`config.mk`:
```
export PLATFORM = sky130hd
export DESIGN_NAME = mcu_bus_if
export DESIGN_NICKNAME = d
export VERILOG_FILES = /design/src/bus_pkg.sv /design/src/mcu_bus_if.sv
export SDC_FILE = /design/constraint.sdc
export NUM_CORES = 1
export LEC_CHECK = 0
export BUFFER_PORTS_ARGS = -buffer_cell sky130_fd_sc_hd__buf_2
export CORE_MARGIN = 10
export CORE_UTILIZATION = 35
export DETAILED_ROUTE_END_ITERATION = 7
export PLACE_DENSITY = 0.67
export SYNTH_ARGS = -nofsm -noshare
export SYNTH_HDL_FRONTEND = slang
export SYNTH_SLANG_ARGS = --single-unit
```
`constraint.sdc`:
```
create_clock -name clk -period 1.8 [get_ports clk]
set_clock_uncertainty 0.2 [all_clocks]
set_input_delay 0.09 -clock clk [delete_from_list [all_inputs] [get_ports clk]]
set_output_delay 0.09 -clock clk [all_outputs]
set_load 0.02 [all_outputs]
```
`src/bus_pkg.sv`:
```
/* microcontroller bus types, access struct, region codes
   and register constants of the bus-side register map */
package bus_pkg;

  // one bus data word
  typedef logic [15:0] bus_word_t;

  // top five bits of the byte address
  typedef logic [4:0] region_t;

  // pins arriving from the microcontroller
  typedef struct packed {
    logic      noe;
    logic      nwe;
    logic      nadv;
    bus_word_t data;
  } bus_in_t;

  // decoded access, strobes are one cycle wide
  typedef struct packed {
    region_t   region;
    logic      rd;
    logic      wr;
    bus_word_t wdata;
  } bus_access_t;

  // byte address 0x1000
  localparam region_t REGION_ID_A       = 5'b00010;
  // byte address 0x2000
  localparam region_t REGION_ID_B       = 5'b00100;
  // 0x70xx
  localparam region_t REGION_SCRATCH    = 5'b01110;
  // 0xC0xx, write only
  localparam region_t REGION_AUDIO_DATA = 5'b11000;
  // 0xD0xx, write only
  localparam region_t REGION_AUDIO_ADDR = 5'b11010;
  // 0xF0xx, read only
  localparam region_t REGION_RANDOM     = 5'b11110;

  // identification words
  localparam bus_word_t ID_A_WORD = 16'h5555;
  localparam bus_word_t ID_B_WORD = 16'hAAAA;

  // random word holds while this counter bit is set
  localparam int RAND_STEP_BIT = 10;

endpackage

```
`src/mcu_bus_if.sv`:
```
/* microcontroller bus front end: strobe edge detection,
   address latch, read capture and output-enable stretch */
module mcu_bus_if (
  input  logic                clk,
  input  logic                rst_t,
  input  bus_pkg::bus_in_t    bus_i,
  input  bus_pkg::bus_word_t  rd_data_i,
  output bus_pkg::bus_access_t access_o,
  output bus_pkg::bus_word_t  dbus_o,
  output logic                dbus_oe_o
);

  // two-stage edge detectors, [0] newest sample
  logic [1:0] nadv_sync;
  logic [1:0] noe_sync;
  logic [1:0] nwe_sync;

  logic nadv_rise;
  logic noe_fall;
  logic nwe_fall;

  // bus carries the word address, region comes from the byte address
  bus_pkg::bus_word_t byte_addr;
  bus_pkg::region_t   region_q;

  logic               rd_stb;
  logic               wr_stb;
  bus_pkg::bus_word_t wdata_q;

  // cycles left before the output enable drops
  logic [1:0] oe_hold;

  assign nadv_rise = (nadv_sync == 2'b01);
  assign noe_fall  = (noe_sync == 2'b10);
  assign nwe_fall  = (nwe_sync == 2'b10);
  assign byte_addr = {bus_i.data[14:0], 1'b0};

  // strobes idle high, so reset the detectors to ones
  always_ff @(posedge clk) begin
    if (!rst_t) begin
      nadv_sync <= 2'b11;
      noe_sync  <= 2'b11;
      nwe_sync  <= 2'b11;
      rd_stb    <= 1'b0;
      wr_stb    <= 1'b0;
    end else begin
      nadv_sync <= {nadv_sync[0], bus_i.nadv};
      noe_sync  <= {noe_sync[0], bus_i.noe};
      nwe_sync  <= {nwe_sync[0], bus_i.nwe};
      rd_stb    <= noe_fall;
      wr_stb    <= nwe_fall;
    end
  end

  // address phase ends on nadv rising
  always_ff @(posedge clk) begin
    if (nadv_rise) begin
      region_q <= byte_addr[15:11];
    end
    // write data is stable while nwe is low
    if (nwe_fall) begin
      wdata_q <= bus_i.data;
    end
    // read word goes out one cycle after the read strobe
    if (rd_stb) begin
      dbus_o <= rd_data_i;
    end
  end

  // enable rises with the read word, held while noe is low
  always_ff @(posedge clk) begin
    if (!rst_t) begin
      dbus_oe_o <= 1'b0;
      oe_hold   <= 2'd0;
    end else if (rd_stb || (dbus_oe_o && !noe_sync[0])) begin
      dbus_oe_o <= 1'b1;
      oe_hold   <= 2'd2;
    end else if (oe_hold != 2'd0) begin
      oe_hold <= oe_hold - 2'd1;
      if (oe_hold == 2'd1) begin
        dbus_oe_o <= 1'b0;
      end
    end
  end

  assign access_o = '{region: region_q, rd: rd_stb, wr: wr_stb, wdata: wdata_q};

  // FPGA must not drive the bus unless the MCU is reading
  a_oe_only_in_read: assert property (
    @(posedge clk) disable iff (!rst_t) $rose(dbus_oe_o) |-> !bus_i.noe
  );

endmodule

```
**Word level (Yosys, flattened, before mapping)**

Cells that the tools add are included.

- Add/sub/neg operators: 1
- Equal/unequal tests: 4
- Muxes and demuxes: 5
- Bitwise logic cells: 1
- Reductions and logical operators: 8

Operators by type and width:

| operator | number |
|---|---|
| nonzero test 2 bit | 3 |
| equality test 2 x 1 -> 1 bit (second input constant) | 2 |
| equality test 2 bit (second input constant) | 2 |
| 2-to-1 mux 2 bit | 2 |
| 2-to-1 mux 1 bit | 3 |
| AND reduction 2 bit | 1 |
| OR reduction 2 bit | 1 |
| subtractor 2 x 1 -> 2 bit (second input constant) | 1 |
| logical AND 1 bit | 1 |
| zero test 1 bit | 1 |
| logical OR 1 bit | 1 |
| NOT 1 bit | 1 |

- Register bits: 48
- Input bits: 37
- Output and inout port bits: 40
- Word-level logic and storage cells: 30

**Depth between registers and ports, before layout**

Gate-level depths: netlist of the first run.

- Depth in word-level cells: 5
- Depth in mapped cells: 2
- Gate-level depth less buffers: 2

**Least setup slack after synthesis of the first run**

No wires, ideal clock.

- Path type: flip-flop to flip-flop
- Start point: register nwe_sync[1]
- End point: register wdata_q[0], enable pin
- Arrival: 1.072 ns
- Data required time: 1.209 ns
- Path slack: 0.136 ns
- Cell stages (with the launch flop): 2
- Clock period less this slack: 1.664 ns
- Path through: dfxtp_1 -> nor2b_1

- Longest elaborated chain between the ends: 1

Ends and longest elaborated chain:

| element | line | RTL |
|---|---|---|
| start, declared | mcu_bus_if.sv:16 | `logic [1:0] nwe_sync;` |
| start signal, assigned | mcu_bus_if.sv:49 | `nwe_sync <= {nwe_sync[0], bus_i.nwe};` |
| equality test 2 bit | mcu_bus_if.sv:35 | `assign nwe_fall = (nwe_sync == 2'b10);` |
| via nwe_fall | mcu_bus_if.sv:20 | `logic nwe_fall;` |
| end signal, assigned | mcu_bus_if.sv:62 | `wdata_q <= bus_i.data;` |
| end, declared | mcu_bus_if.sv:28 | `bus_pkg::bus_word_t wdata_q;` |

The timed path passes the listed nets, and every way through them passes these cells.
A chain may end at the register's enable or synchronous reset.

**Worst setup path in the final report of the first run**

- Start point: input rst_t
- End point: register nwe_sync[0]

RTL lines:

| element | line | RTL |
|---|---|---|
| start, declared | mcu_bus_if.sv:5 | `input logic rst_t,` |

No word-level cell between the ends.

==> impl_metrics.csv, run 1 <==
group,metric,value,unit
status,status,"finished, final reports clean",
layout,stdcell_count,243,
critical_path,reg2reg_to,"region_q[3]",
pwr,p_int,1.65,mW
placement,port_buffers,76,
clock_network,cts_hold_buf,39,
placement,gp_congestion,0.788,
critical_path,critPathMaxFanout,10,
floorplanning,dieHeight,84.8,um
timing,final.hold.worst_slack,217,ps
pwr,p_sw,0.435,mW
synth,ys_warn_count,0,
critical_path,start_kind,"primary input",
synth,synth_area_leaders,"edfxtp_1 (76%), dfxtp_1 (15%), nand2b_1 (2.1%)",
clock_network,clk_pin_slew_worst_paths,80,ps
synth,synthFlopType,"edfxtp_1",
synth,yosysSeqAreaShare,90.5,%
floorplanning,core_region_area,0.00403,sq mm
hold_path,hp-class,"reg2reg",
floorplanning,start_util,36.5,%
route,dr.pass1.iters,4,
clock_network,cts.path.max_buffers,2,
route,ant_nets,0,
hold_path,worstHoldStart,"noe_sync[1]",
timing,rsz0062_at_grt,"false",
pwr,power_frac_seq,59.7,%
synth,syn_area,0.00147,sq mm
timing,worstMarginPinSlew,414,ps
timing,finalCritPeriodShare,82.9,%
layout,postLayoutCoreUtil,59.6,%
global_route,grt_first_pass_wirelength,6.13,mm
pwr,p_per_area,870,mW/mm^2
timing,timing.fmax,0.670,GHz
clock_network,cts_buffers,5,
critical_path,worstSetupPathType,"in2reg",
clock_network,htree_levels,2,
layout,fillers,342,
floorplanning,chipWidth,84.8,um
route,num_vias,991,
synth,yosysUniqueCellTypes,14,
layout,nets,228,
placement,dp.cells,195,
synth,ys_ff_latch,48,
layout,area_growth,63.1,%
pwr,p_clk_share,30.4,%
route,vias_per_cell,4.08,
floorplanning,ioPinCount,77,
clock_network,cts-root-buf,"clkbuf_8",
placement,dp_hpwl,2.68,mm
synth,synth_edf_count,37,
global_route,antenna_found_initial,1,
route,finalWirelength,3.92,mm
floorplanning,rows,23,
clock_network,cts_tree,"done",
hold_path,hold_end,"rd_stb",
critical_path,cp-end-kind,"flip-flop",
pwr,p_comb_share,9.9,%
placement,place_area,0.00191,sq mm
global_route,grt_max_degree,18,
placement,dp_slack,589,ps
layout,layout-drive-gt1-share,46.4,%
run,cap_violations,0,
global_route,grt.overflow.total,0,
global_route,groute.usage.overall,10.9,%
critical_path,r2r-start,"nadv_sync[0]",
clock_network,clock_latency,290,ps
synth,async_flop_share,0,%
clock_network,ctsResizeCount,0,
critical_path,r2r_setup_slack,580,ps
synth,synthTopCellsByCount,"edfxtp_1 (37), dfxtp_1 (11), nand2b_1 (5)",
synth,avgSynthCellArea,21.3,sq um
synth,yosysMostFrequentCell,"edfxtp_1",
route,wl_per_cell,16.1,um
synth,postSynthCellCount,69,
timing,min_period,1490,ps
synth,synth.top_cell.area_share,75.5,%
clock_network,numClockSinks,48,
timing,finalSetupViolCount,0,
timing,worst_slack,308,ps
synth,synth_top_area_cell,"edfxtp_1",
global_route,grt_pass1_vias,1161,
critical_path,r2r_cells,1,
critical_path,arrival,1470,ps
route,drt_iter0_markers,62,
timing,hold_violations,0,
critical_path,critPathRequiredTime,1780,ps
synth,syn_nets,106,
layout,stdcell_area,0.00240,sq mm
pwr,ir_drop,0.489,mV
timing,slew_viol_final,0,
timing,slew-limit-headroom,72.3,%
pwr,swShare,20.8,%
pwr,leakagePower,1.01,nW
pwr,totalPowerFinal,2.09,mW
floorplanning,die-area,0.00720,sq mm
hold_path,whs_path_depth,2,
timing,fin_tns_setup,0,ps
clock_network,postCtsSetupRepairBufs,0,
route,drc,0,
[per-layer routing]
metal	up-vias	track usage (%)	routed length, um
met4	0	4.94	82
li1	493	-	-
met3	6	3.54	182
met5	-	0	0
met1	458	10.2	1310
met2	34	20.9	2350
[worst max-delay path by stage]
| stage | startpoint | end |
|---|---|---|
| floorplan | nwe_sync[1] | wdata_q[0] |
| global placement | nwe_sync[1] | wdata_q[15] |
| detailed placement | nadv_sync[0] | region_q[0] |
| CTS | rd_stb | access_o[17] |
| global route | rd_stb | access_o[17] |
| finish | rst_t | nwe_sync[0] |
[cell families (layout without fill, tap and decap cells)]
| group | count (synthesis) | count (layout) | synth area share [%] |
|---|---|---|---|
| AO/OA/AOI/OAI | 2 | 2 | 0.935 |
| buffers and inverters | 3 | 126 | 1.27 |
| flip-flops | 48 | 48 | 90.5 |
| other | 0 | 1 | 0 |
| AND/OR/NAND/NOR | 16 | 16 | 7.31 |
[worst max-delay path, cell delays in order]
cell,delay (ps)
dlygate4sd3_1,520
buf_2,220
nand2b_1,80
dlygate4sd3_1,550
[area by class of cell]
type | count | area, sq um | area share, %
Tap cell | 50 | 62.6 | 2.61
Clock inverter | 2 | 10.0 | 0.417
Sequential cell | 48 | 1330 | 55.5
Inverter | 1 | 3.75 | 0.156
Antenna cell | 1 | 2.50 | 0.104
Timing Repair Buffer | 117 | 786 | 32.7
Multi-Input combinational cell | 18 | 121 | 5.06
Clock buffer | 6 | 82.6 | 3.44
[power by group through the flow]
stage / clock, mW / combinational (mW) / sequential, mW
detailed placement: 0 / 0.140 / 1.27
global placement: 0 / 0.137 / 1.27
CTS: 0.645 / 0.208 / 1.25
finish: 0.634 / 0.207 / 1.25
floorplan: 0 / 0.0214 / 1.31
global route: 0.698 / 0.223 / 1.25
[sequential cells by signal (all words and copies together) (netlist names), 2 cells and up]
register / cells
dbus_o: 16
nadv_sync: 2
noe_sync: 2
nwe_sync: 2
oe_hold: 2
region_q: 5
wdata_q: 16
[placed cells by master (no fill, tap or decap)]
master and n:
buf_2 76, dlygate4sd3_1 39, nor2_1 2, nor2b_1 3, clkinv_2 2, nand2b_2 1, inv_1 1, clkbuf_8 6
o21ai_1 1, nor4bb_1 1, nor4_2 1, dfxtp_1 11, buf_4 2, nand2_2 1, nand2b_1 5, diode_2 1
o31a_1 1, and2_1 2, edfxtp_1 37
Power figures use the tool's default switching activity.
==> inputs of run 2 (changes only) <==
--- a/config.mk
+++ b/config.mk
@@ -5,11 +5,11 @@
 export SDC_FILE = /design/constraint.sdc
 export NUM_CORES = 1
 export LEC_CHECK = 0
+export ABC_AREA = 1
 export BUFFER_PORTS_ARGS = -buffer_cell sky130_fd_sc_hd__buf_2
 export CORE_MARGIN = 10
 export CORE_UTILIZATION = 35
 export DETAILED_ROUTE_END_ITERATION = 7
-export PLACE_DENSITY = 0.67
 export SYNTH_ARGS = -nofsm -noshare
 export SYNTH_HDL_FRONTEND = slang
 export SYNTH_SLANG_ARGS = --single-unit
==> constraint.sdc (replaced) <==
create_clock -name clk -period 1.5 [get_ports clk]
set_clock_uncertainty 0.2 [all_clocks]
set_input_delay 0.075 -clock clk [delete_from_list [all_inputs] [get_ports clk]]
set_output_delay 0.075 -clock clk [all_outputs]
set_load 0.02 [all_outputs]
==> run 2 against run 1 <==
  * Hold slack gained 1.4 ps
  * Sequential share of layout area rose by 1.0 points
  * Final cell count up 0.82%
==> impl_metrics.csv, run 2 <==
group,metric,value,unit
floorplanning,dieHeight,84.6,um
timing,timing.fmax,0.735,GHz
timing,slew_viol_final,0,
floorplanning,chipWidth,84.6,um
synth,synth_area_leaders,"edfxtp_1 (76%), dfxtp_1 (15%), inv_1 (1.3%)",
synth,synth_top_area_cell,"edfxtp_1",
synth,synthTopCellsByCount,"edfxtp_1 (37), dfxtp_1 (11), inv_1 (5), nand2_1 (5)",
layout,largestRegisters,"dbus_o: 16 flops, wdata_q: 16 flops, region_q: 5 flops",
timing,finalSetupViolCount,0,
synth,ys_ff_latch,48,
timing,final.hold.worst_slack,218,ps
placement,dp_slack,245,ps
run,cap_violations,0,
timing,rsz0062_at_grt,"false",
placement,dp_hpwl,2.81,mm
clock_network,htree_levels,2,
status,status,"finished, final reports clean",
synth,synth_edf_count,37,
timing,slew-limit-headroom,71.0,%
critical_path,critPathMaxFanout,17,
synth,synthFlopType,"edfxtp_1",
clock_network,cts_buffers,5,
layout,seqCellArea,0.00133,sq mm
critical_path,r2r_setup_slack,260,ps
clock_network,clk_pin_slew_worst_paths,70,ps
pwr,totalPowerFinal,2.49,mW
layout,postLayoutCoreUtil,58.5,%
pwr,leakagePower,1.01,nW
timing,finalCritPeriodShare,90.7,%
pwr,p_per_area,1060,mW/mm^2
placement,gp_congestion,0.694,
clock_network,numClockSinks,48,
synth,async_flop_share,0,%
synth,synth.top_cell.area_share,76.2,%
layout,area_growth,61.6,%
pwr,ir_drop,0.717,mV
layout,fillers,340,
timing,worst_slack,139,ps
global_route,grt_max_degree,18,
critical_path,critPathRequiredTime,1220,ps
synth,syn_nets,111,
global_route,grt_pass1_vias,1149,
route,finalWirelength,3.92,mm
layout,multi_input_area,92.6,sq um
placement,dp.cells,200,
critical_path,cp-end-kind,"output port",
floorplanning,ioPinCount,77,
floorplanning,rows,23,
clock_network,postCtsSetupRepairBufs,0,
clock_network,clock_latency,280,ps
clock_network,ctsResizeCount,0,
global_route,grt_first_pass_wirelength,5.98,mm
floorplanning,core_region_area,0.00403,sq mm
layout,stdcell_area,0.00236,sq mm
synth,yosysSeqAreaShare,91.3,%
clock_network,cts-root-buf,"clkbuf_8",
floorplanning,start_util,36.2,%
synth,yosysMostFrequentCell,"edfxtp_1",
route,vias_per_cell,4.07,
route,ant_nets,0,
placement,port_buffers,76,
synth,ys_warn_count,0,
placement,place_area,0.00190,sq mm
synth,syn_area,0.00146,sq mm
timing,min_period,1360,ps
hold_path,hp-class,"reg2reg",
synth,yosysUniqueCellTypes,13,
route,drc,0,
route,wl_per_cell,16.0,um
critical_path,worstSetupPathType,"reg2out",
critical_path,start_kind,"flip-flop",
layout,nets,230,
route,drt_iter0_markers,31,
critical_path,arrival,1090,ps
route,num_vias,998,
layout,final_cell_mix,"buf_2 (76), edfxtp_1 (37), dlygate4sd3_1 (36)",
global_route,grt.overflow.total,0,
route,dr.pass1.iters,4,
timing,worstMarginPinSlew,434,ps
synth,postSynthCellCount,74,
timing,fin_tns_setup,0,ps
synth,avgSynthCellArea,19.7,sq um
layout,final_common_cell,"buf_2",
global_route,antenna_found_initial,1,
timing,hold_violations,0,
clock_network,cts.path.max_buffers,2,
layout,layout-drive-gt1-share,46.9,%
floorplanning,die-area,0.00715,sq mm
clock_network,cts_tree,"done",
layout,stdcell_count,245,
global_route,groute.usage.overall,11.0,%
-- run 2: cell count changes after synthesis, moves of 3 or more --
cell | previous run | this run
inv_1 | 1 | 5
nor2b_1 | 3 | 0
or2_2 | 0 | 3
nand2_1 | 0 | 5
nand2b_1 | 5 | 0
a21oi_1 | 0 | 3
-- run 2: final timing paths --
check	startpoint	endpoint	depth (start not counted)
max	rd_stb	access_o[17]	2
min	noe_sync[1]	rd_stb	2
max reg2reg	nadv_sync[0]	region_q[0]	2
min reg2reg	noe_sync[1]	rd_stb	2
-- run 2: where the power goes --
part | internal, mW | switching (mW) | total, mW
combinational | 0.129 | 0.118 | 0.247
clock | 0.376 | 0.369 | 0.745
sequential | 1.48 | 0.0135 | 1.50
total | 1.99 | 0.501 | 2.49
-- run 2: cells by family after synthesis --
kind of cell / after synthesis / share of synthesized area [%]
AO/OA/AOI/OAI: 3 / 1.03
flip-flops: 48 / 91.3
buffers and inverters: 8 / 2.57
AND/OR/NAND/NOR: 15 / 5.15
-- run 2: final cells by class --
class,instances,area share [%]
Sequential cell,48,56.5
Timing Repair Buffer,114,32.1
Multi-Input combinational cell,18,3.93
Clock buffer,8,3.82
Tap cell,50,2.65
Inverter,6,0.955
Antenna cell,1,0.106
-- run 2: worst max-delay path: stages, from the launching register on --
cell and delay (ps):
dfxtp_1 340, buf_4 250, buf_2 210
-- run 2: timing repair --
action | 4_1_cts | 5_1_grt
endpoints found under the hold margin | 47 | 0
hold buffers | 36 | 0
endpoints found under the setup margin | 0 | 0
-- run 2: layer usage --
| metal | vias up | global-route usage (%) | part of all wire (%) |
|---|---|---|---|
| li1 | 493 | - | - |
| met1 | 463 | 7.88 | 29 |
| met2 | 33 | 23.1 | 62 |
| met3 | 9 | 3.38 | 6.2 |
| met4 | 0 | 6.74 | 2.9 |
| met5 | - | 0 | 0 |
==> inputs of run 3 (changes only) <==
--- a/config.mk
+++ b/config.mk
@@ -6,10 +6,12 @@
 export NUM_CORES = 1
 export LEC_CHECK = 0
 export ABC_AREA = 1
+export ABC_CLOCK_PERIOD_IN_PS = 1500
 export BUFFER_PORTS_ARGS = -buffer_cell sky130_fd_sc_hd__buf_2
 export CORE_MARGIN = 10
 export CORE_UTILIZATION = 35
 export DETAILED_ROUTE_END_ITERATION = 7
+export RECOVER_POWER = 100
 export SYNTH_ARGS = -nofsm -noshare
 export SYNTH_HDL_FRONTEND = slang
 export SYNTH_SLANG_ARGS = --single-unit
==> run 3 against run 2 <==
  * Core utilization down 1.5 points
  * Die area unchanged
  * Non-clock buffer count unchanged
  * Critical path depth unchanged
  * Total power down 0.42%
  * Combinational power down 5%
  * Hold slack about the same
  * Worst setup slack worse by 6.0 ps
  * Maximum frequency down 0.44%
  * Routed wire length up 0.28%
  * Largest cell class unchanged
==> impl_metrics.csv, run 3 (synthesized netlist as in run 2, its figures left out) <==
group,metric,value,unit
status,status,"finished, final reports clean",
clock_network,ctsResizeCount,0,
route,dr.pass1.iters,4,
critical_path,critPathMaxFanout,17,
timing,fin_tns_setup,0,ps
timing,finalSetupViolCount,0,
layout,area_growth,57.5,%
global_route,antenna_found_initial,1,
floorplanning,die-area,0.00715,sq mm
critical_path,start_kind,"flip-flop",
critical_path,worstSetupPathType,"reg2out",
route,met3_length,221,um
global_route,grt_first_pass_wirelength,5.98,mm
global_route,groute.usage.overall,11.0,%
critical_path,r2r_cells,3,
route,num_vias,999,
clock_network,numClockSinks,48,
clock_network,cts_buffers,5,
layout,final_cell_mix,"clkbuf_1 (46), edfxtp_1 (37), dlygate4sd3_1 (36)",
hold_path,whs_path_depth,2,
hold_path,hp-class,"reg2reg",
floorplanning,ioPinCount,77,
floorplanning,chipWidth,84.6,um
clock_network,postCtsSetupRepairBufs,0,
hold_path,worstHoldStart,"noe_sync[1]",
route,drt_iter0_markers,32,
route,finalWirelength,3.93,mm
timing,rsz0062_at_grt,"false",
floorplanning,dieHeight,84.6,um
route,wl_met2,2.45,mm
route,drc,0,
floorplanning,core_region_area,0.00403,sq mm
critical_path,r2r-start,"nwe_sync[1]",
placement,dp_hpwl,2.81,mm
critical_path,cp-end-kind,"output port",
layout,multi_input_area,90.1,sq um
timing,finalCritPeriodShare,91.1,%
layout,largestRegisters,"dbus_o: 16 flops, wdata_q: 16 flops, region_q: 5 flops",
floorplanning,rows,23,
route,wl_met1,1.15,mm
global_route,grt.overflow.total,0,
route,routed.top_layer,"met4",
route,ant_nets,0,
route,wl_per_cell,16.0,um
clock_network,htree_levels,2,
run,cap_violations,0,
timing,hold_violations,0,
timing,slew_viol_final,0,
timing,slew-limit-headroom,70.8,%
clock_network,cts_tree,"done",
pwr,p_per_area,1080,mW/mm^2
timing,min_period,1370,ps
floorplanning,start_util,36.2,%
clock_network,cts-root-buf,"clkbuf_8",
layout,seqCellArea,0.00133,sq mm
layout,final_common_cell,"clkbuf_1",
clock_network,cts_hold_buf,36,
timing,final.hold.worst_slack,218,ps
critical_path,crit_path_start,"rd_stb",
pwr,ir_drop,0.719,mV
critical_path,arrival,1090,ps
layout,nets,230,
clock_network,cts.path.max_buffers,2,
pwr,leakagePower,0.886,nW
global_route,grt_pass1_vias,1149,
layout,fillers,356,
timing,timing.fmax,0.731,GHz
critical_path,critPathRequiredTime,1220,ps
global_route,grt_max_degree,18,
clock_network,clock_latency,280,ps
placement,gp_congestion,0.694,
layout,layout-drive-gt1-share,23.2,%
clock_network,clk_pin_slew_worst_paths,80,ps
timing,worstMarginPinSlew,437,ps
route,vias_per_cell,4.08,
placement,port_buffers,76,
run 3: path summary, 6_finish.rpt:
path | to | slack (ps)
max reg2reg | wdata_q[11] | 170
max | access_o[17] | 130
min | rd_stb | 220
min reg2reg | rd_stb | 220
run 3: cell type report:
class / count / area share, %
inverter: 6 / 0.980
multi-input combinational: 18 / 3.92
tap: 50 / 2.72
clock buffer: 8 / 3.92
timing repair buffer: 114 / 30.4
sequential: 48 / 58.0
antenna: 1 / 0.109
run 3: per-layer routing:
metal / track usage, % / vias to the layer above
li1: - / 493
met1: 7.88 / 466
met2: 23.1 / 31
met3: 3.38 / 9
met4: 6.74 / 0
met5: 0 / -
run 3: per-stage QoR:
stage	power [mW]	instance area (sq um)	worst slack, ps	instances	util, %
final	2.48	2300	133	245	57.0
after floorplan	1.61	1460	137	74	-
after global placement	1.69	1900	352	200	47.3
after detailed placement	1.70	1900	245	200	47.3
after CTS	2.51	2350	119	244	58.4
after global routing	2.59	2300	60.2	245	57.0
run 3: where the power goes:
part	leakage, nW	internal (mW)	switching [mW]
logic	0.408	0.116	0.118
registers	0.432	1.48	0.0145
clock network	0.0455	0.376	0.371
run 3: critical path: stages, from the launching register on:
cell      delay (ps)
dfxtp_1          350
buf_4            250
clkbuf_2         210
